## src/hw/rf_pkg.sv

```systemverilog
package rf_pkg;

    // Line address into the register file
    localparam int RF_ADDR_W = 8;

    // One register-file line in bits
    localparam int RF_DATA_W = 256;

    // Line count of a move, load or store command
    // A count of zero is never issued
    localparam int LINE_CNT_W = 8;

    // Engine that currently owns the RAM port
    typedef enum logic {
        OP_MV,
        OP_LDST
    } rf_op_t;

endpackage

```

## src/hw/rf_mv.sv

```systemverilog
`timescale 1ns/1ns

module rf_mv
    import rf_pkg::*;
#(
    parameter int ADDR_W = RF_ADDR_W,
    parameter int DATA_W = RF_DATA_W
) (
    input  logic                    clk,
    input  logic                    rst,

    input  logic                    start,
    input  logic [ADDR_W-1 : 0]     src_addr,
    input  logic [ADDR_W-1 : 0]     dst_addr,
    input  logic [LINE_CNT_W-1 : 0] line_num,

    output logic [ADDR_W-1 : 0]     ram_addr,
    output logic [DATA_W-1 : 0]     ram_d,
    output logic                    ram_we,
    output logic                    ram_re,
    input  logic [DATA_W-1 : 0]     ram_q,

    output logic                    done
);

logic                    active;
logic                    wr_phase;
logic [ADDR_W-1 : 0]     src_ptr;
logic [ADDR_W-1 : 0]     dst_ptr;
logic [LINE_CNT_W-1 : 0] lines_left;

// Control: read a source line, then write it to the destination
always_ff @(posedge clk) begin
    if (rst) begin
        active   <= 1'b0;
        wr_phase <= 1'b0;
        done     <= 1'b0;
    end else begin
        done <= 1'b0;
        if (start) begin
            active   <= 1'b1;
            wr_phase <= 1'b0;
        end else if (active) begin
            wr_phase <= ~wr_phase;
            // Last write goes out this cycle
            if (wr_phase && lines_left == LINE_CNT_W'(1)) begin
                active <= 1'b0;
                done   <= 1'b1;
            end
        end
    end
end

// Address counters, ascending so a downward overlap copies correctly
always_ff @(posedge clk) begin
    if (start) begin
        src_ptr    <= src_addr;
        dst_ptr    <= dst_addr;
        lines_left <= line_num;
    end else if (active) begin
        if (wr_phase) begin
            dst_ptr    <= dst_ptr + 1'b1;
            lines_left <= lines_left - 1'b1;
        end else begin
            src_ptr <= src_ptr + 1'b1;
        end
    end
end

assign ram_re = active && !wr_phase;
assign ram_we = active && wr_phase;

// Read address wins the port whenever a read is pending
assign ram_addr = ram_re ? src_ptr : dst_ptr;

// Line read in the previous cycle goes straight back in
assign ram_d = ram_q;

endmodule

```

## config.mk

```make
export PLATFORM = sky130hd
export DESIGN_NAME = rf_mv
export DESIGN_NICKNAME = d
export VERILOG_FILES = /design/src/hw/rf_pkg.sv /design/src/hw/rf_mv.sv
export SDC_FILE = /design/constraint.sdc
export NUM_CORES = 1
export LEC_CHECK = 0
export BUFFER_PORTS_ARGS = -buffer_cell sky130_fd_sc_hd__buf_2
export CAP_MARGIN = 20
export CORE_AREA = 2 2 217 219
export DETAILED_ROUTE_END_ITERATION = 10
export DIE_AREA = 0 0 219 221
export GPL_TIMING_DRIVEN = 0
export PLACE_DENSITY = 0.33
export SLEW_MARGIN = 20
export SYNTH_ARGS = -nofsm -noshare
export SYNTH_HDL_FRONTEND = slang
export SYNTH_SLANG_ARGS = --single-unit
```

## constraint.sdc

```tcl
create_clock -name clk -period 2.2 [get_ports clk]
set_input_delay 0.44 -clock clk [delete_from_list [all_inputs] [get_ports clk]]
set_output_delay 0.44 -clock clk [all_outputs]
set_load 0.05 [all_outputs]
```

## Word-level counts from Yosys, hierarchy flattened

Index checks and enable logic that the tools add are counted.

- Input port bits: 283
- Flip-flop bits (word level): 27
- Logic and storage cells: 37

- Bitwise logic cells: 2
- Muxes and demuxes: 14
- Reductions and logical operators: 10
- Equal/unequal tests: 2
- Add/sub/neg operators: 3

Operators by type and width:

| operator | count |
|---|---|
| $mux 8 | 10 |
| $add 8x1->8 const B | 2 |
| $eq 8x1->1 const B | 1 |
| $sub 8x1->8 const B | 1 |
| $mux 1 | 4 |
| $reduce_and 2->1 | 2 |
| $reduce_bool 2->1 | 2 |
| $logic_and 1x1->1 | 3 |
| $reduce_or 3->1 | 1 |
| $ne 2x2->1 const B | 1 |
| $not 1->1 | 2 |
| $reduce_or 2->1 | 1 |
| $logic_not 1->1 | 1 |

## Longest topological paths before layout

- Word-level depth: 5
- Mapped depth: 5

## Least setup slack after synthesis

No wires, ideal clock.

- Path type: reg2out
- From: register wr_phase
- To: output port ram_addr[0]
- Stages on the path, launching flop included: 4
- Path buffers: 1
- Data arrival time: 1.257 ns
- Required time: 1.760 ns
- Path slack: 0.503 ns
- Cell sequence: dfxtp_1 nand2b_1 clkbuf_1 mux2_2

- Word-level cells in the longest chain between the ends: 3

Ends and longest elaborated chain:

| element | RTL line | text |
|---|---|---|
| from (decl) | rf_mv.sv:27 | `logic wr_phase;` |
| from (signal assigned) | rf_mv.sv:44 | `wr_phase <= ~wr_phase;` |
| $logic_not 1->1 | rf_mv.sv:70 | `assign ram_re = active && !wr_phase;` |
| $logic_and 1x1->1 | rf_mv.sv:70 |  |
| $mux 8 | rf_mv.sv:74 | `assign ram_addr = ram_re ? src_ptr : dst_ptr;` |
| to (decl) | rf_mv.sv:17 | `output logic [ADDR_W-1 : 0] ram_addr,` |

No other way between the ends.

## Worst setup path after layout

- From: register wr_phase
- To: output port ram_addr[7]

Same word-level chain as after synthesis.

==> summary.md <==
| Metric | Value |
|---|---|
| Status | `finished, final reports clean` |
| Post-Synthesis Cells | `410` |
| I/O pin count | `550` |
| Crit share post-route | `0.938` |
| Cell variety after synth | `32` |
| Ranking of synthesized cells by area | `buf_4, edfxtp_1, mux2_2, nand2_1, o21ai_0` |
| Total placed cells including tap cells | `approximately 1300` |
| Hold Crit Class | `in2reg` |
| Final Util | `0.126` |
| Area of the multi-input gates | `~740 sq um` |
| TritonCTS Buffers | `3` |
| GRT overflow | `0` |
| P&R area growth vs syn | `66.2%` |
| Internal power | `~0.0014 W` |
| RSZ-0062 raised after global routing | `false` |
| Die area | `around 48000 sq um` |
| Row cnt | `between 70 and 80` |
| Max Freq | `slightly below 500 MHz` |
| Die height | `between 200 and 250 um` |
| Beginning of the critical path | `wr_phase$_SDFFE_PP0P_` |
| Static Leakage | `a little under 3 nW` |
| Critical Path AT | `around 1.6 ns` |
| Crit. End Element | `primary output` |
| Placer congestion estimate | `0.796` |
| R2R Path Start | `lines_left[0]$_DFFE_PP_` |
| Clk Latency, worst-skew pair | `0.28 ns` |
| Logic pwr share | `0.609` |
| CP required | `1.76 ns` |
| Setup Viol. Count Final | `0` |
| DP HPWL | `roughly 14 mm` |
| Register area | `between 700 and 800 sq um` |
| Synthesized area per cell | `roughly 8.5 sq um` |
| CTS max path bufs | `2` |
| Fin. Hold Viols | `0` |
| Switching share of total power | `0.514` |
| H-tree depth | `1` |
| Top cell type by total area after synthesis | `buf_4` |
| Worst-path cell chain | `nand2b_2 -> mux2_2 -> buf_2` |
| Initial Util | `0.0759` |
| Clk pwr share | `0.158` |
| Final cell area excluding filler cells | `5810 sq um` |
| Die W | `approximately 220 um` |
| Clock slew at reported path FFs | `0.08 ns` |
| Max VDD drop | `approximately 0.25 mV` |
| Slew Viols, Final | `0` |
| Setup TNS | `0 ns` |
| Synthesized area | `3490 sq um` |
| Largest net degree at the start of global routing | `17` |
| Crit-path slowest cell | `dfxtp_1` |
| Sequential share of the synthesized area | `0.223` |
| Critical Path Max Stage Delay | `approximately 0.40 ns` |
| Nets | `994` |
| Share of the synthesized area in the top cell type | `0.550` |
| Placed cell area | `roughly 5700 sq um` |
| WL final | `about 15 mm` |
| Fill cells | `between 5000 and 6000` |
| Flops & latches, synth | `27` |
| Pwr/cell area | `approximately 510 nW/um^2` |
| Antenna Violating Nets Remaining | `0` |
| Post-CTS Setup Inserts | `0` |
| First drt pass iteration count | `4` |
| Number of global-route vias before repair | `around 3300` |
| Ys Warns | `0` |
| Clock net sink count | `27` |
| Post-layout min period | `between 2 and 2.5 ns` |
| Critical path class | `reg2out` |
| Finished Layout Cells | `1315` |
| Worst-path maximum fanout | `10` |
| First-pass GRT wire length | `around 20 mm` |
| Starting DRT DRC Count | `around 120` |
| Hold WS | `0.359 ns` |
| Via density per instance | `2.65` |
| Routed WL per cell | `~11 um` |
| DRC viols | `0` |
| Slew at the pin with the worst max-slew slack | `0.553 ns` |
| Clk root buf | `clkbuf_16` |
| I/O Buffers | `approximately 290` |
| Hold_sp | `rst` |
| Clock Skew | `0.00325 ns` |
| Routed via count | `3489` |
| CP startpoint kind | `flip-flop` |
| CTS tree | `built` |
| Rel. slew slack | `0.631` |
| Switching power | `0.00152 W` |
| Syn_nets | `roughly 700` |
| Layout cells sized above 1 | `0.807` |
| Initial antenna violation count | `6` |
| GR Util All Layers | `0.0560` |
| Maxcap violations | `0` |
| CORE AREA | `about 46000 sq um` |
| Sequential Power Share | `0.233` |
[per-stage QoR]
step / setup WS [ns] / total power, W
2_1_floorplan: 0.503 / 0.00216
3_3_place_gp: -0.0408 / 0.00252
5_1_grt: 0.0403 / 0.00308
6_report: 0.135 / 0.00295
3_5_place_dp: -0.0443 / 0.00251
4_1_cts: 0.109 / 0.00299
[per-layer routing]
layer	wire length [um]	track usage
met2	7940	0.107
met4	553	0.0255
met3	1410	0.0131
met5	30	0
met1	5160	0.0563
[cell families after synthesis]
family                   after synthesis  synth area share
buffers and inverters                269             0.564
AO/OA/AOI/OAI                         29            0.0523
AND/OR/NAND/NOR                       62            0.0909
flip-flops                            27             0.223
multiplexers                          10            0.0322
adder cells (fa/ha/maj)                4            0.0143
XOR/XNOR                               9            0.0226
[layout make-up]
| class | instances | area share |
|---|---|---|
| Antenna cell | 2 | 0.000862 |
| Buffer | 262 | 0.335 |
| Clock buffer | 3 | 0.0129 |
| Clock inverter | 1 | 0.00129 |
| Inverter | 6 | 0.00388 |
| Multi-Input combinational cell | 114 | 0.128 |
| Sequential cell | 27 | 0.134 |
| Tap cell | 607 | 0.131 |
| Timing Repair Buffer | 293 | 0.253 |
[power groups by stage]
stage | clock [W] | sequential [W] | combinational, W
after floorplan | 0 | 0.000674 | 0.00148
after global placement | 0 | 0.000701 | 0.00182
after detailed placement | 0 | 0.000699 | 0.00181
after CTS | 0.000485 | 0.000688 | 0.00182
after global routing | 0.000497 | 0.000699 | 0.00188
final | 0.000466 | 0.000687 | 0.00180
[registers in the layout (all words and copies together), names as in the netlist]
name,count
active,1
done,1
dst_ptr,8
lines_left,8
src_ptr,8
wr_phase,1
[repair_timing]
action | in CTS | in global routing
setup endpoints to repair | 8 | 0
gates resized for setup | 1 | 0
hold buffers | 0 | 0
[worst max-delay path, delay by kind of cell, from the launching register on]
| kind | cells | cell delay, ns |
|---|---|---|
| simple gates | 1 | 0.32 |
| buf+inv | 1 | 0.22 |
| flops | 1 | 0.40 |
| mux | 1 | 0.40 |
[synth_stat cells]
| master | count |
|---|---|
| nand3_1 | 12 |
| a31oi_1 | 1 |
| or4_4 | 2 |
| nand2b_1 | 1 |
| o21ai_0 | 13 |
| nor4_1 | 1 |
| or4_1 | 6 |
| inv_1 | 6 |
| buf_4 | 256 |
| nor3b_1 | 1 |
| or2_2 | 3 |
| o31ai_1 | 1 |
| a21oi_1 | 2 |
| clkbuf_1 | 6 |
| or3_1 | 2 |
| o41ai_1 | 1 |
| xor2_1 | 4 |
| o211ai_1 | 8 |
| edfxtp_1 | 24 |
| and3_1 | 1 |
| mux2_2 | 10 |
| nor3_1 | 1 |
| nand4_1 | 2 |
| xnor2_1 | 5 |
| o311ai_0 | 2 |
| and2_1 | 1 |
| nand2_1 | 26 |
| buf_2 | 1 |
| ha_1 | 4 |
| nor2_1 | 3 |
| a21o_1 | 1 |
| dfxtp_1 | 3 |
[worst paths after layout]
kind	endpoint	slack, ns	cells after the start
max	ram_addr[7]	0.14	3
min	active$_SDFF_PP0_	0.36	2
max reg2reg	lines_left[5]$_DFFE_PP_	0.49	3
min reg2reg	active$_SDFF_PP0_	0.55	2
[cell usage in the layout (no fill, tap or decap), types with 3 or more instances in the layout]
cell	n
edfxtp_1	24
nand2_1	26
or2_2	3
buf_2	294
nor2_1	3
clkbuf_1	5
or4_1	6
o21ai_0	13
xnor2_1	5
mux2_2	10
dfxtp_1	3
clkbuf_16	3
inv_1	6
buf_4	256
xor2_1	4
ha_1	4
nand3_1	12
o211ai_1	8
Power figures use the tool's default switching activity.
