===== config.mk =====
export PLATFORM = sky130hd
export DESIGN_NAME = rf_ldst
export DESIGN_NICKNAME = d
export VERILOG_FILES = /design/src/hw/rf_pkg.sv /design/src/hw/sdram_pkg.sv /design/src/hw/rf_ldst.sv
export SDC_FILE = /design/constraint.sdc
export NUM_CORES = 1
export LEC_CHECK = 0
export BUFFER_PORTS_ARGS = -buffer_cell sky130_fd_sc_hd__buf_2
export CELL_PAD_IN_SITES_DETAIL_PLACEMENT = 1
export CELL_PAD_IN_SITES_GLOBAL_PLACEMENT = 2
export CORE_AREA = 2 2 285 287
export CTS_CLUSTER_DIAMETER = 80
export CTS_CLUSTER_SIZE = 30
export DETAILED_ROUTE_END_ITERATION = 12
export DIE_AREA = 0 0 287 289
export PLACE_DENSITY_LB_ADDON = 0.3
export SYNTH_ARGS = -nofsm -noshare
export SYNTH_HDL_FRONTEND = slang
export SYNTH_SLANG_ARGS = --single-unit

===== constraint.sdc =====
create_clock -name clk -period 57.6 [get_ports clk]
set_input_delay 5.76 -clock clk [delete_from_list [all_inputs] [get_ports clk]]
set_output_delay 5.76 -clock clk [all_outputs]
set_load 0.02 [all_outputs]

===== src/hw/rf_pkg.sv =====
package rf_pkg;

    // Line address into the register file
    localparam int RF_ADDR_W = 8;

    // One register-file line in bits
    localparam int RF_DATA_W = 256;

    // Line count of a move, load or store command
    // A count of zero is never issued
    localparam int LINE_CNT_W = 8;

    // Engine that currently owns the RAM port
    typedef enum logic {
        OP_MV,
        OP_LDST
    } rf_op_t;

endpackage


===== src/hw/sdram_pkg.sv =====
package sdram_pkg;

    // Avalon word address
    localparam int SDRAM_ADDR_W = 32;

    // Avalon data bus
    localparam int SDRAM_DATA_W = 64;

    // SDRAM words per register-file line (256 / 64)
    localparam int BEATS_PER_LINE = 4;

endpackage


===== src/hw/rf_ldst.sv =====
`timescale 1ns/1ns

module rf_ldst
    import rf_pkg::*;
    import sdram_pkg::*;
#(
    parameter int ADDR_W       = RF_ADDR_W,
    parameter int DATA_W       = RF_DATA_W,
    parameter int SDRAM_ADDR_W = sdram_pkg::SDRAM_ADDR_W,
    parameter int SDRAM_DATA_W = sdram_pkg::SDRAM_DATA_W
) (
    input  logic                      clk,
    input  logic                      rst,

    input  logic                      load_start,
    input  logic                      store_start,
    input  logic [ADDR_W-1 : 0]       rf_addr_base,
    input  logic [SDRAM_ADDR_W-1 : 0] sdram_addr_base,
    input  logic [LINE_CNT_W-1 : 0]   line_num,

    output logic [ADDR_W-1 : 0]       ram_addr,
    output logic [DATA_W-1 : 0]       ram_d,
    output logic                      ram_we,
    output logic                      ram_re,
    input  logic [DATA_W-1 : 0]       ram_q,

    output logic [SDRAM_ADDR_W-1 : 0] avs_address,
    output logic                      avs_read,
    output logic                      avs_write,
    output logic [SDRAM_DATA_W-1 : 0] avs_writedata,
    input  logic [SDRAM_DATA_W-1 : 0] avs_readdata,
    input  logic                      avs_readdatavalid,
    input  logic                      avs_waitrequest,

    output logic                      done
);

localparam int BEAT_W = $clog2(BEATS_PER_LINE) + 1;
localparam logic [BEAT_W-1 : 0] ALL_BEATS = BEAT_W'(BEATS_PER_LINE);
localparam logic [BEAT_W-1 : 0] LAST_BEAT = BEAT_W'(BEATS_PER_LINE - 1);

typedef enum logic [2:0] {
    S_IDLE,
    S_LD_RD,
    S_LD_WR,
    S_ST_RD,
    S_ST_LATCH,
    S_ST_WR
} state_t;

state_t state;

logic [BEAT_W-1 : 0]       req_cnt;
logic [BEAT_W-1 : 0]       rcv_cnt;
logic [SDRAM_ADDR_W-1 : 0] sd_addr;
logic [ADDR_W-1 : 0]       rf_ptr;
logic [LINE_CNT_W-1 : 0]   lines_left;
logic [DATA_W-1 : 0]       line_buf;

logic rd_acc;
logic wr_acc;
logic last_line;
logic line_stored;

assign rd_acc      = avs_read && !avs_waitrequest;
assign wr_acc      = avs_write && !avs_waitrequest;
assign last_line   = (lines_left == LINE_CNT_W'(1));
assign line_stored = wr_acc && (req_cnt == LAST_BEAT);

always_ff @(posedge clk) begin
    if (rst) begin
        state   <= S_IDLE;
        done    <= 1'b0;
        req_cnt <= '0;
        rcv_cnt <= '0;
    end else begin
        done <= 1'b0;
        case (state)
            S_IDLE: begin
                req_cnt <= '0;
                rcv_cnt <= '0;
                if (load_start) begin
                    state <= S_LD_RD;
                end else if (store_start) begin
                    state <= S_ST_RD;
                end
            end
            S_LD_RD: begin
                if (rd_acc) begin
                    req_cnt <= req_cnt + 1'b1;
                end
                // Fourth returned word completes the line
                if (avs_readdatavalid) begin
                    rcv_cnt <= rcv_cnt + 1'b1;
                    if (rcv_cnt == LAST_BEAT) begin
                        state <= S_LD_WR;
                    end
                end
            end
            S_LD_WR: begin
                req_cnt <= '0;
                rcv_cnt <= '0;
                state   <= last_line ? S_IDLE : S_LD_RD;
                done    <= last_line;
            end
            S_ST_RD: begin
                state <= S_ST_LATCH;
            end
            S_ST_LATCH: begin
                req_cnt <= '0;
                state   <= S_ST_WR;
            end
            S_ST_WR: begin
                if (wr_acc) begin
                    req_cnt <= req_cnt + 1'b1;
                end
                if (line_stored) begin
                    state <= last_line ? S_IDLE : S_ST_RD;
                    done  <= last_line;
                end
            end
            default: begin
                state <= S_IDLE;
            end
        endcase
    end
end

// Addresses, line count and the line shift register
always_ff @(posedge clk) begin
    if (state == S_IDLE && (load_start || store_start)) begin
        rf_ptr     <= rf_addr_base;
        sd_addr    <= sdram_addr_base;
        lines_left <= line_num;
    end else begin
        if (rd_acc || wr_acc) begin
            sd_addr <= sd_addr + 1'b1;
        end
        if (state == S_LD_WR || line_stored) begin
            rf_ptr     <= rf_ptr + 1'b1;
            lines_left <= lines_left - 1'b1;
        end
    end

    // Low word arrives first and ends up at the bottom
    if (state == S_LD_RD && avs_readdatavalid) begin
        line_buf <= {avs_readdata, line_buf[DATA_W-1 : SDRAM_DATA_W]};
    end else if (state == S_ST_LATCH) begin
        line_buf <= ram_q;
    end else if (wr_acc) begin
        line_buf <= line_buf >> SDRAM_DATA_W;
    end
end

assign ram_addr = rf_ptr;
assign ram_d    = line_buf;
assign ram_we   = (state == S_LD_WR);
assign ram_re   = (state == S_ST_RD);

// Request stays up with the same address until waitrequest drops
assign avs_address   = sd_addr;
assign avs_read      = (state == S_LD_RD) && (req_cnt != ALL_BEATS);
assign avs_write     = (state == S_ST_WR);
assign avs_writedata = line_buf[SDRAM_DATA_W-1 : 0];

endmodule


# Word-level counts from Yosys, hierarchy flattened
# Index checks and enable logic that the tools add are counted.
[totals]
regBits = 314
out_inout_bits = 365
inputBits = 374
elab_cells = 73
[op_classes]
add_sub_neg = 5
reduce_logical = 21
n_eq_ne = 15
mux = 24
[ops]
columns = ["operator", "count"]
rows = [
  ["$mux W256", 3],
  ["$mux W32", 2],
  ["$add A32 B1 Y32 const B", 1],
  ["$mux W8", 4],
  ["$mux W3", 8],
  ["$pmux W3 S6", 1],
  ["$eq A3 B2 Y1 const B", 4],
  ["$pmux W3 S3", 1],
  ["$add A8 B1 Y8 const B", 1],
  ["$eq A8 B1 Y1 const B", 1],
  ["$sub A8 B1 Y8 const B", 1],
  ["$add A3 B1 Y3 const B", 2],
  ["$eq A3 B3 Y1 const B", 2],
  ["$logic_and A1 B1 Y1", 6],
  ["$ne A2 B2 Y1 const B", 3],
  ["$ne A3 B3 Y1 const B", 2],
  ["$pmux W3 S2", 1],
  ["$reduce_bool A2 Y1", 3],
  ["$reduce_bool A3 Y1", 2],
  ["$ne A2 B1 Y1 const B", 2],
  ["$reduce_and A4 Y1", 1],
  ["$eq A3 B1 Y1 const B", 1],
  ["$logic_not A3 Y1", 1],
  ["$logic_or A1 B1 Y1", 3],
  ["other kinds (8)", 9],
]

# Depth between registers and ports, before layout
# Gate-level depths: netlist of the first run.
[depth]
depth_word = 6
ltp_mapped = 7
ltp_nobuf = 7

# Worst setup path before layout of the first run
# OpenSTA, ideal clock, no wires.
[synth_timing]
path_kind = "input to register"
startpoint = "input avs_readdatavalid"
endpoint = "register line_buf[0] (netlist: ram_d[0]), enable pin"
t_required_ps = 56269
path_stages = 2
setup_time_ps = 1331
path_buffers = 0
setup_slack_ps = 31294
t_arrival_ps = 24975
path_cell_list = "a21oi_1 > a311oi_1"
[synth_between]
elab_chain_cells = 2
[synth_rtl]
columns = ["item", "line_no", "rtl"]
rows = [
  ["start, declared", "rf_ldst.sv:32", "input logic avs_readdatavalid,"],
  ["$logic_and A1 B1 Y1", "rf_ldst.sv:146", "if (state == S_LD_RD && avs_readdatavalid) begin"],
  ["$reduce_bool A3 Y1 (no line)", "n/a", ""],
  ["end signal, assigned", "rf_ldst.sv:147", "line_buf <= {avs_readdata, line_buf[DATA_W-1 : SDRAM_DATA_W]};"],
  ["end signal, assigned", "rf_ldst.sv:149", "line_buf <= ram_q;"],
  ["end signal, assigned", "rf_ldst.sv:151", "line_buf <= line_buf >> SDRAM_DATA_W;"],
  ["end, declared", "rf_ldst.sv:58", "logic [DATA_W-1 : 0] line_buf;"],
]
# No other way between the ends.
# A chain may end at the register's enable or synchronous reset.

# Worst setup path after layout of the first run
[layout_timing]
startpoint = "input avs_readdatavalid"
endpoint = "register line_buf[77] (netlist: ram_d[77]), enable pin"
# Same word-level chain as after synthesis.

==> out/results.tsv, run 1 <==
stage	metric	value	unit
yosys	ys_ff_latch	314	
yosys	synthArstFlopShare	0	%
sta	hold_viol_final	0	
setup_path	critPathKind	input pin to register	
power_and_ir_drop	peakVddDrop	0.0299	mV
sta	setup_viol	0	
sta	setup_tns	0	ns
cts	cts.sinks	314	
grt	grt_pass1_vias	11400	
power_and_ir_drop	pwr-share-seq	43.0	%
yosys	synth_area	14400	µm²
sta	period_share	14.2	%
finish	layout.nets	2016	
finish	drive_gt1_share	49.0	%
power_and_ir_drop	power_switching	365	µW
setup_path	worstPathArrival	8.38	ns
setup_path	cp.required	57.80	ns
route	wl	65.9	mm
sta	grt_setup_unrepaired	false	
power_and_ir_drop	power.share.clock	24.2	%
finish	seqCellArea	9330	µm²
sta	hold_slack	0.480	ns
cts	h-tree-depth	1	
grt	grt.overflow.total	0	
power_and_ir_drop	p_leak	7.97	nW
finish	design_area	20000	µm²
route	vias	11100	
sta	maxSlewViolCount	0	
run	drv_cap	0	
grt	grt_max_degree	176	
grt	grt_first_pass_wirelength	88.3	mm
route	wire_per_inst	24.0	µm
placement	portBuffers	738	
finish	nFillCells	9022	
sta	fin_skew	0.0244	ns
route	drtIter0Drc	526	
route	ant_nets	0	
cts	cts_hold_buf	0	
yosys	syn_area_per_cell	14.9	µm²
cts	insertion_delay	0.60	ns
floorplanning	floorplan.initialDensity	18.0	%
yosys	synth_edf_count	304	
power_and_ir_drop	powerDensity	45.9	nW/µm²
cts	cts_root_buffer	clkbuf_16	
cts	clockBufferDepth	3	
setup_path	cp-start-kind	input pin	
cts	cts_buffers	28	
cts	cts_tree	built	
setup_path	end_kind	register	
finish	final_common_cell	buf_2	
power_and_ir_drop	power_frac_comb	32.7	%
floorplanning	die_x	287	µm
yosys	ys_seq_area_share	64.8	%
power_and_ir_drop	switching_share	39.8	%
power_and_ir_drop	internal_power	553	µW
placement	gp_congestion	0.857	
yosys	ys_types	42	
yosys	ys.flop_type	edfxtp_1	
sta	slew_headroom	25.6	%
power_and_ir_drop	p_total	917	µW
yosys	postSynthNetCount	1353	
finish	layout_common_cells	buf_2, edfxtp_1, mux2_1, a22o_1, nand2_1	
floorplanning	core.rowCount	104	
yosys	yosys_warnings	0	
cts	cts_setup_buffers	0	
grt	track_usage	14.9	%
floorplanning	die_h	289	µm
outcome	status	finished, final reports clean	
cts	path_clk_slew	0.08	ns
grt	antenna_found_initial	61	
route	routed_via_density	4.03	
placement	hpwl	53.1	mm
floorplanning	fp.dieArea	82900	µm²
placement	place_inst	2663	
sta	fmax	0.122	GHz
sta	period_needed	8.18	ns
floorplanning	io_pins	739	
placement	placed_area	18800	µm²
finish	area_growth	38.7	%
cts	cts_resized	0	
worst_hold_path	min-delay-path-class	register to register	
setup_path	cp_max_fo	175	
finish	final_cells	2742	
finish	multiInputGateArea	4340	µm²
route	dr.pass1.iters	5	
floorplanning	core-area	79900	µm²
route	drc	0	
yosys	synth_cells	970	
sta	worst_slew_pin_slew	1.12	ns
worst paths after layout:
kind	from	to	slack (ns)	cells past startpoint
max	avs_readdatavalid	ram_d[77]$_DFFE_PP_	49.42	5
min reg2reg	rcv_cnt[1]$_SDFFE_PP0P_	rcv_cnt[1]$_SDFFE_PP0P_	0.48	2
max reg2reg	state[2]$_SDFFE_PP0P_	ram_d[4]$_DFFE_PP_	53.39	6
min	rcv_cnt[1]$_SDFFE_PP0P_	rcv_cnt[1]$_SDFFE_PP0P_	0.48	2
Yosys cell counts, types with 4 or more instances:
cell type  instances  area share [%]
nand2_1           56             1.5
o21ai_0            4            0.14
mux2_1           193              15
a31oi_1            4            0.17
a21oi_1           12            0.42
nand4_1           13            0.56
nor3_1             7            0.24
a22o_1            65             4.0
nor4_1             4            0.17
ha_1               9            0.78
buf_1              6            0.16
buf_2             26            0.90
buf_4             64             3.3
and3_1             4            0.17
nand3_1           25            0.87
dfxtp_1           10             1.4
inv_1             13            0.34
clkbuf_1          18            0.47
xor2_1            27             1.6
edfxtp_1         304              63
o21ai_1           38             1.3
xnor2_1           14            0.85
nor2_1            29            0.76
layer usage:
layer	wire, µm	track usage (%)
met1	24900	16.9
met2	32800	25.6
met3	5670	4.90
met4	2390	6.26
met5	205	0.625
sequential cells by signal, indices dropped and copies added (netlist names):
signal and count:
state 3, lines_left 8, ram_addr 8, req_cnt 3, avs_address 32, done 1, ram_d 256, rcv_cnt 3
cells by family (layout without fill, tap and decap cells):
kind of cell               count (synthesis)  in the layout  synth area share, %
other                                      0             27                    0
and+or+nand+nor                          156            156                 5.25
adders and majority gates                  9              9                0.782
buffers and inverters                    129            814                 5.34
muxes                                    193            193                 15.1
AOI/OAI and AO/OA                        128            128                 6.29
xor gates and xnor gates                  41             41                 2.49
DFF                                      314            314                 64.8
worst max-delay path: stages:
cell and delay (ns):
buf_2 0.12, a21oi_1 0.11, a311oi_4 0.43, buf_12 0.70, buf_4 0.95
power by group through the flow:
stage | clock network [mW] | registers (mW) | logic [mW]
2_1_floorplan | 0 | 0.484 | 0.131
3_3_place_gp | 0 | 0.399 | 0.303
3_5_place_dp | 0 | 0.401 | 0.306
4_1_cts | 0.231 | 0.396 | 0.307
5_1_grt | 0.238 | 0.404 | 0.326
6_report | 0.222 | 0.395 | 0.300
cell type report:
cell class | instances | area share (%)
clock buffers | 29 | 3.63
well taps | 1060 | 6.64
flip-flops and latches | 314 | 46.7
inverters | 15 | 0.344
multi-input cells | 527 | 21.7
clock inverters | 23 | 1.74
diodes | 27 | 0.338
repair buffers | 747 | 18.9
metrics by stage:
stage | setup slack, ns | util [%]
2_1_floorplan | 31.29 | -
3_3_place_gp | 48.88 | 23.6
3_5_place_dp | 48.81 | 23.6
4_1_cts | 49.45 | 24.9
5_1_grt | 49.27 | 25.0
6_report | 49.42 | 25.0
Power figures use the tool's default switching activity.
==> run 2: changes to the inputs <==
Clock period 57.6 ns to 7 ns, I/O delays scaled along.
==> run 2 against run 1 <==
- sequential share of layout area about the same
- sequential power grew to 8.3 times the previous value
- via count up 2.3%
- cell area shrank 0.11%
- register-to-register slack got worse by 49 ns
- clock skew is 0.017 ns higher
- non-clock buffer count increased by 2
- combinational power increased to 8.4 times the previous value
- cell count decreased by 0.55%
- power rose to 8.3 times the previous value
- global-route usage grew 2.1 points
- largest cell class unchanged
==> out/results.tsv, run 2 (synthesized netlist as in run 1, its figures left out) <==
stage	metric	value	unit
setup_path	worstPathArrival	3.30	ns
cts	cts_root_buffer	clkbuf_16	
worst_hold_path	hold_path_depth	2	
floorplanning	floorplan.initialDensity	18.0	%
finish	design_area	20000	µm²
floorplanning	core-area	79900	µm²
sta	hold_slack	0.369	ns
sta	fin_skew	0.0417	ns
placement	hpwl	62.2	mm
sta	slew_headroom	27.9	%
worst_hold_path	holdPathEnd	ram_d[143]$_DFFE_PP_	
grt	grt_first_pass_wirelength	97.9	mm
sta	hold_viol_final	0	
placement	portBuffers	738	
setup_path	ff2ff_path_depth	4	
run	drv_cap	0	
finish	final_common_cell	buf_2	
route	drtIter0Drc	672	
placement	gp_congestion	0.846	
sta	setup_tns	0	ns
floorplanning	die_h	289	µm
cts	cts_buffers	29	
setup_path	end_kind	register	
finish	area_growth	38.6	%
grt	track_usage	17.0	%
cts	path_clk_slew	0.10	ns
finish	final_cells	2727	
setup_path	r2r-start	state[0]$_SDFFE_PP0P_	
grt	antenna_found_initial	69	
finish	largest_reg_flops	256	
route	vias	11300	
cts	h-tree-depth	1	
route	wire_per_inst	27.5	µm
worst_hold_path	min-delay-path-class	input pin to register	
outcome	status	finished, final reports clean	
setup_path	reg2reg_setup_slack	3.94	ns
route	routed_via_density	4.15	
grt	grt.overflow.total	0	
sta	period_share	43.7	%
setup_path	critPathKind	register to register	
sta	period_needed	3.06	ns
setup_path	cp_max_fo	67	
finish	layout.nets	2019	
finish	layout_common_cells	buf_2, edfxtp_1, mux2_1, a22o_1, nand2_1	
grt	grt_pass1_vias	11300	
sta	grt_setup_unrepaired	false	
setup_path	cp.required	7.24	ns
grt	grt_max_degree	147	
floorplanning	fp.dieArea	82900	µm²
floorplanning	die_x	287	µm
setup_path	cp-start-kind	register	
finish	drive_gt1_share	49.2	%
floorplanning	core.rowCount	104	
sta	fmax	0.327	GHz
cts	cts_resized	0	
route	dr.pass1.iters	4	
cts	cts_hold_buf	0	
placement	place_inst	2665	
floorplanning	io_pins	739	
worst_hold_path	min_from	ram_q[143]	
route	drc	0	
route	wl	75.1	mm
route	ant_nets	0	
power_and_ir_drop	peakVddDrop	0.175	mV
sta	setup_viol	0	
power_and_ir_drop	p_leak	7.98	nW
placement	placed_area	18900	µm²
cts	cts_tree	built	
sta	maxSlewViolCount	0	
cts	cts.sinks	314	
setup_path	r2r_end	ram_d[43]$_DFFE_PP_	
power_and_ir_drop	powerDensity	381	nW/µm²
cts	clockBufferDepth	3	
cts	insertion_delay	0.61	ns
sta	worst_slew_pin_slew	1.08	ns
cts	cts_setup_buffers	0	
## run 2: cell types whose count changed in the layout (fill, tap and decap cells not counted), sizes merged
| cell | before | now |
|---|---|---|
| clkinvlp | 1 | 0 |
| buf | 747 | 749 |
| inv | 29 | 31 |
| diode | 27 | 9 |
## run 2: cell type report
cell class / count / area, µm²
Sequential cell: 314 / 9330
Timing Repair Buffer: 749 / 3800
Inverter: 15 / 68.8
Multi-Input combinational cell: 527 / 4350
Clock inverter: 24 / 335
Fill cell: 8992 / 59900
Antenna cell: 9 / 22.5
Tap cell: 1060 / 1330
Clock buffer: 29 / 726
## run 2: metrics by stage
step / total power [mW] / utilization [%] / worst slack (ns)
after global routing: 7.98 / 25.0 / 3.70
final: 7.60 / 25.0 / 3.94
after CTS: 7.73 / 25.0 / 3.86
after global placement: 5.84 / 23.6 / 3.81
after floorplan: 4.86 / - / -1.01
after detailed placement: 5.88 / 23.6 / 3.80
## run 2: worst max path at each step
stage	startpoint	end	slack, ns	depth (start not counted)
4_1_cts	state[0]$_SDFFE_PP0P_	ram_d[37]$_DFFE_PP_	3.86	4
5_1_grt	state[0]$_SDFFE_PP0P_	ram_d[104]$_DFFE_PP_	3.70	4
2_1_floorplan	avs_readdatavalid	ram_d[0]$_DFFE_PP_	-1.01	2
3_3_place_gp	avs_readdatavalid	ram_d[40]$_DFFE_PP_	3.81	5
3_5_place_dp	avs_readdatavalid	ram_d[37]$_DFFE_PP_	3.80	5
6_report	state[0]$_SDFFE_PP0P_	ram_d[43]$_DFFE_PP_	3.94	4
## run 2: power breakdown
part	switching [mW]	internal (mW)
Combinational	1.70	0.813
Sequential	0.441	2.83
Clock	0.909	0.900
Total	3.05	4.54
## run 2: metal layers
layer | GRT usage [%] | routed length, µm | vias to the layer above
met2 | 28.3 | 35600 | 543
li1 | - | - | 4970
met5 | 0 | 233 | -
met4 | 3.01 | 1520 | 36
met3 | 5.35 | 6800 | 140
met1 | 21.9 | 30900 | 5620
## run 2: critical path, stage by stage (launching register included)
cell      delay, ns
dfxtp_1        0.76
a21oi_4        0.12
a311oi_4       0.29
buf_4          0.78
buf_4          0.66
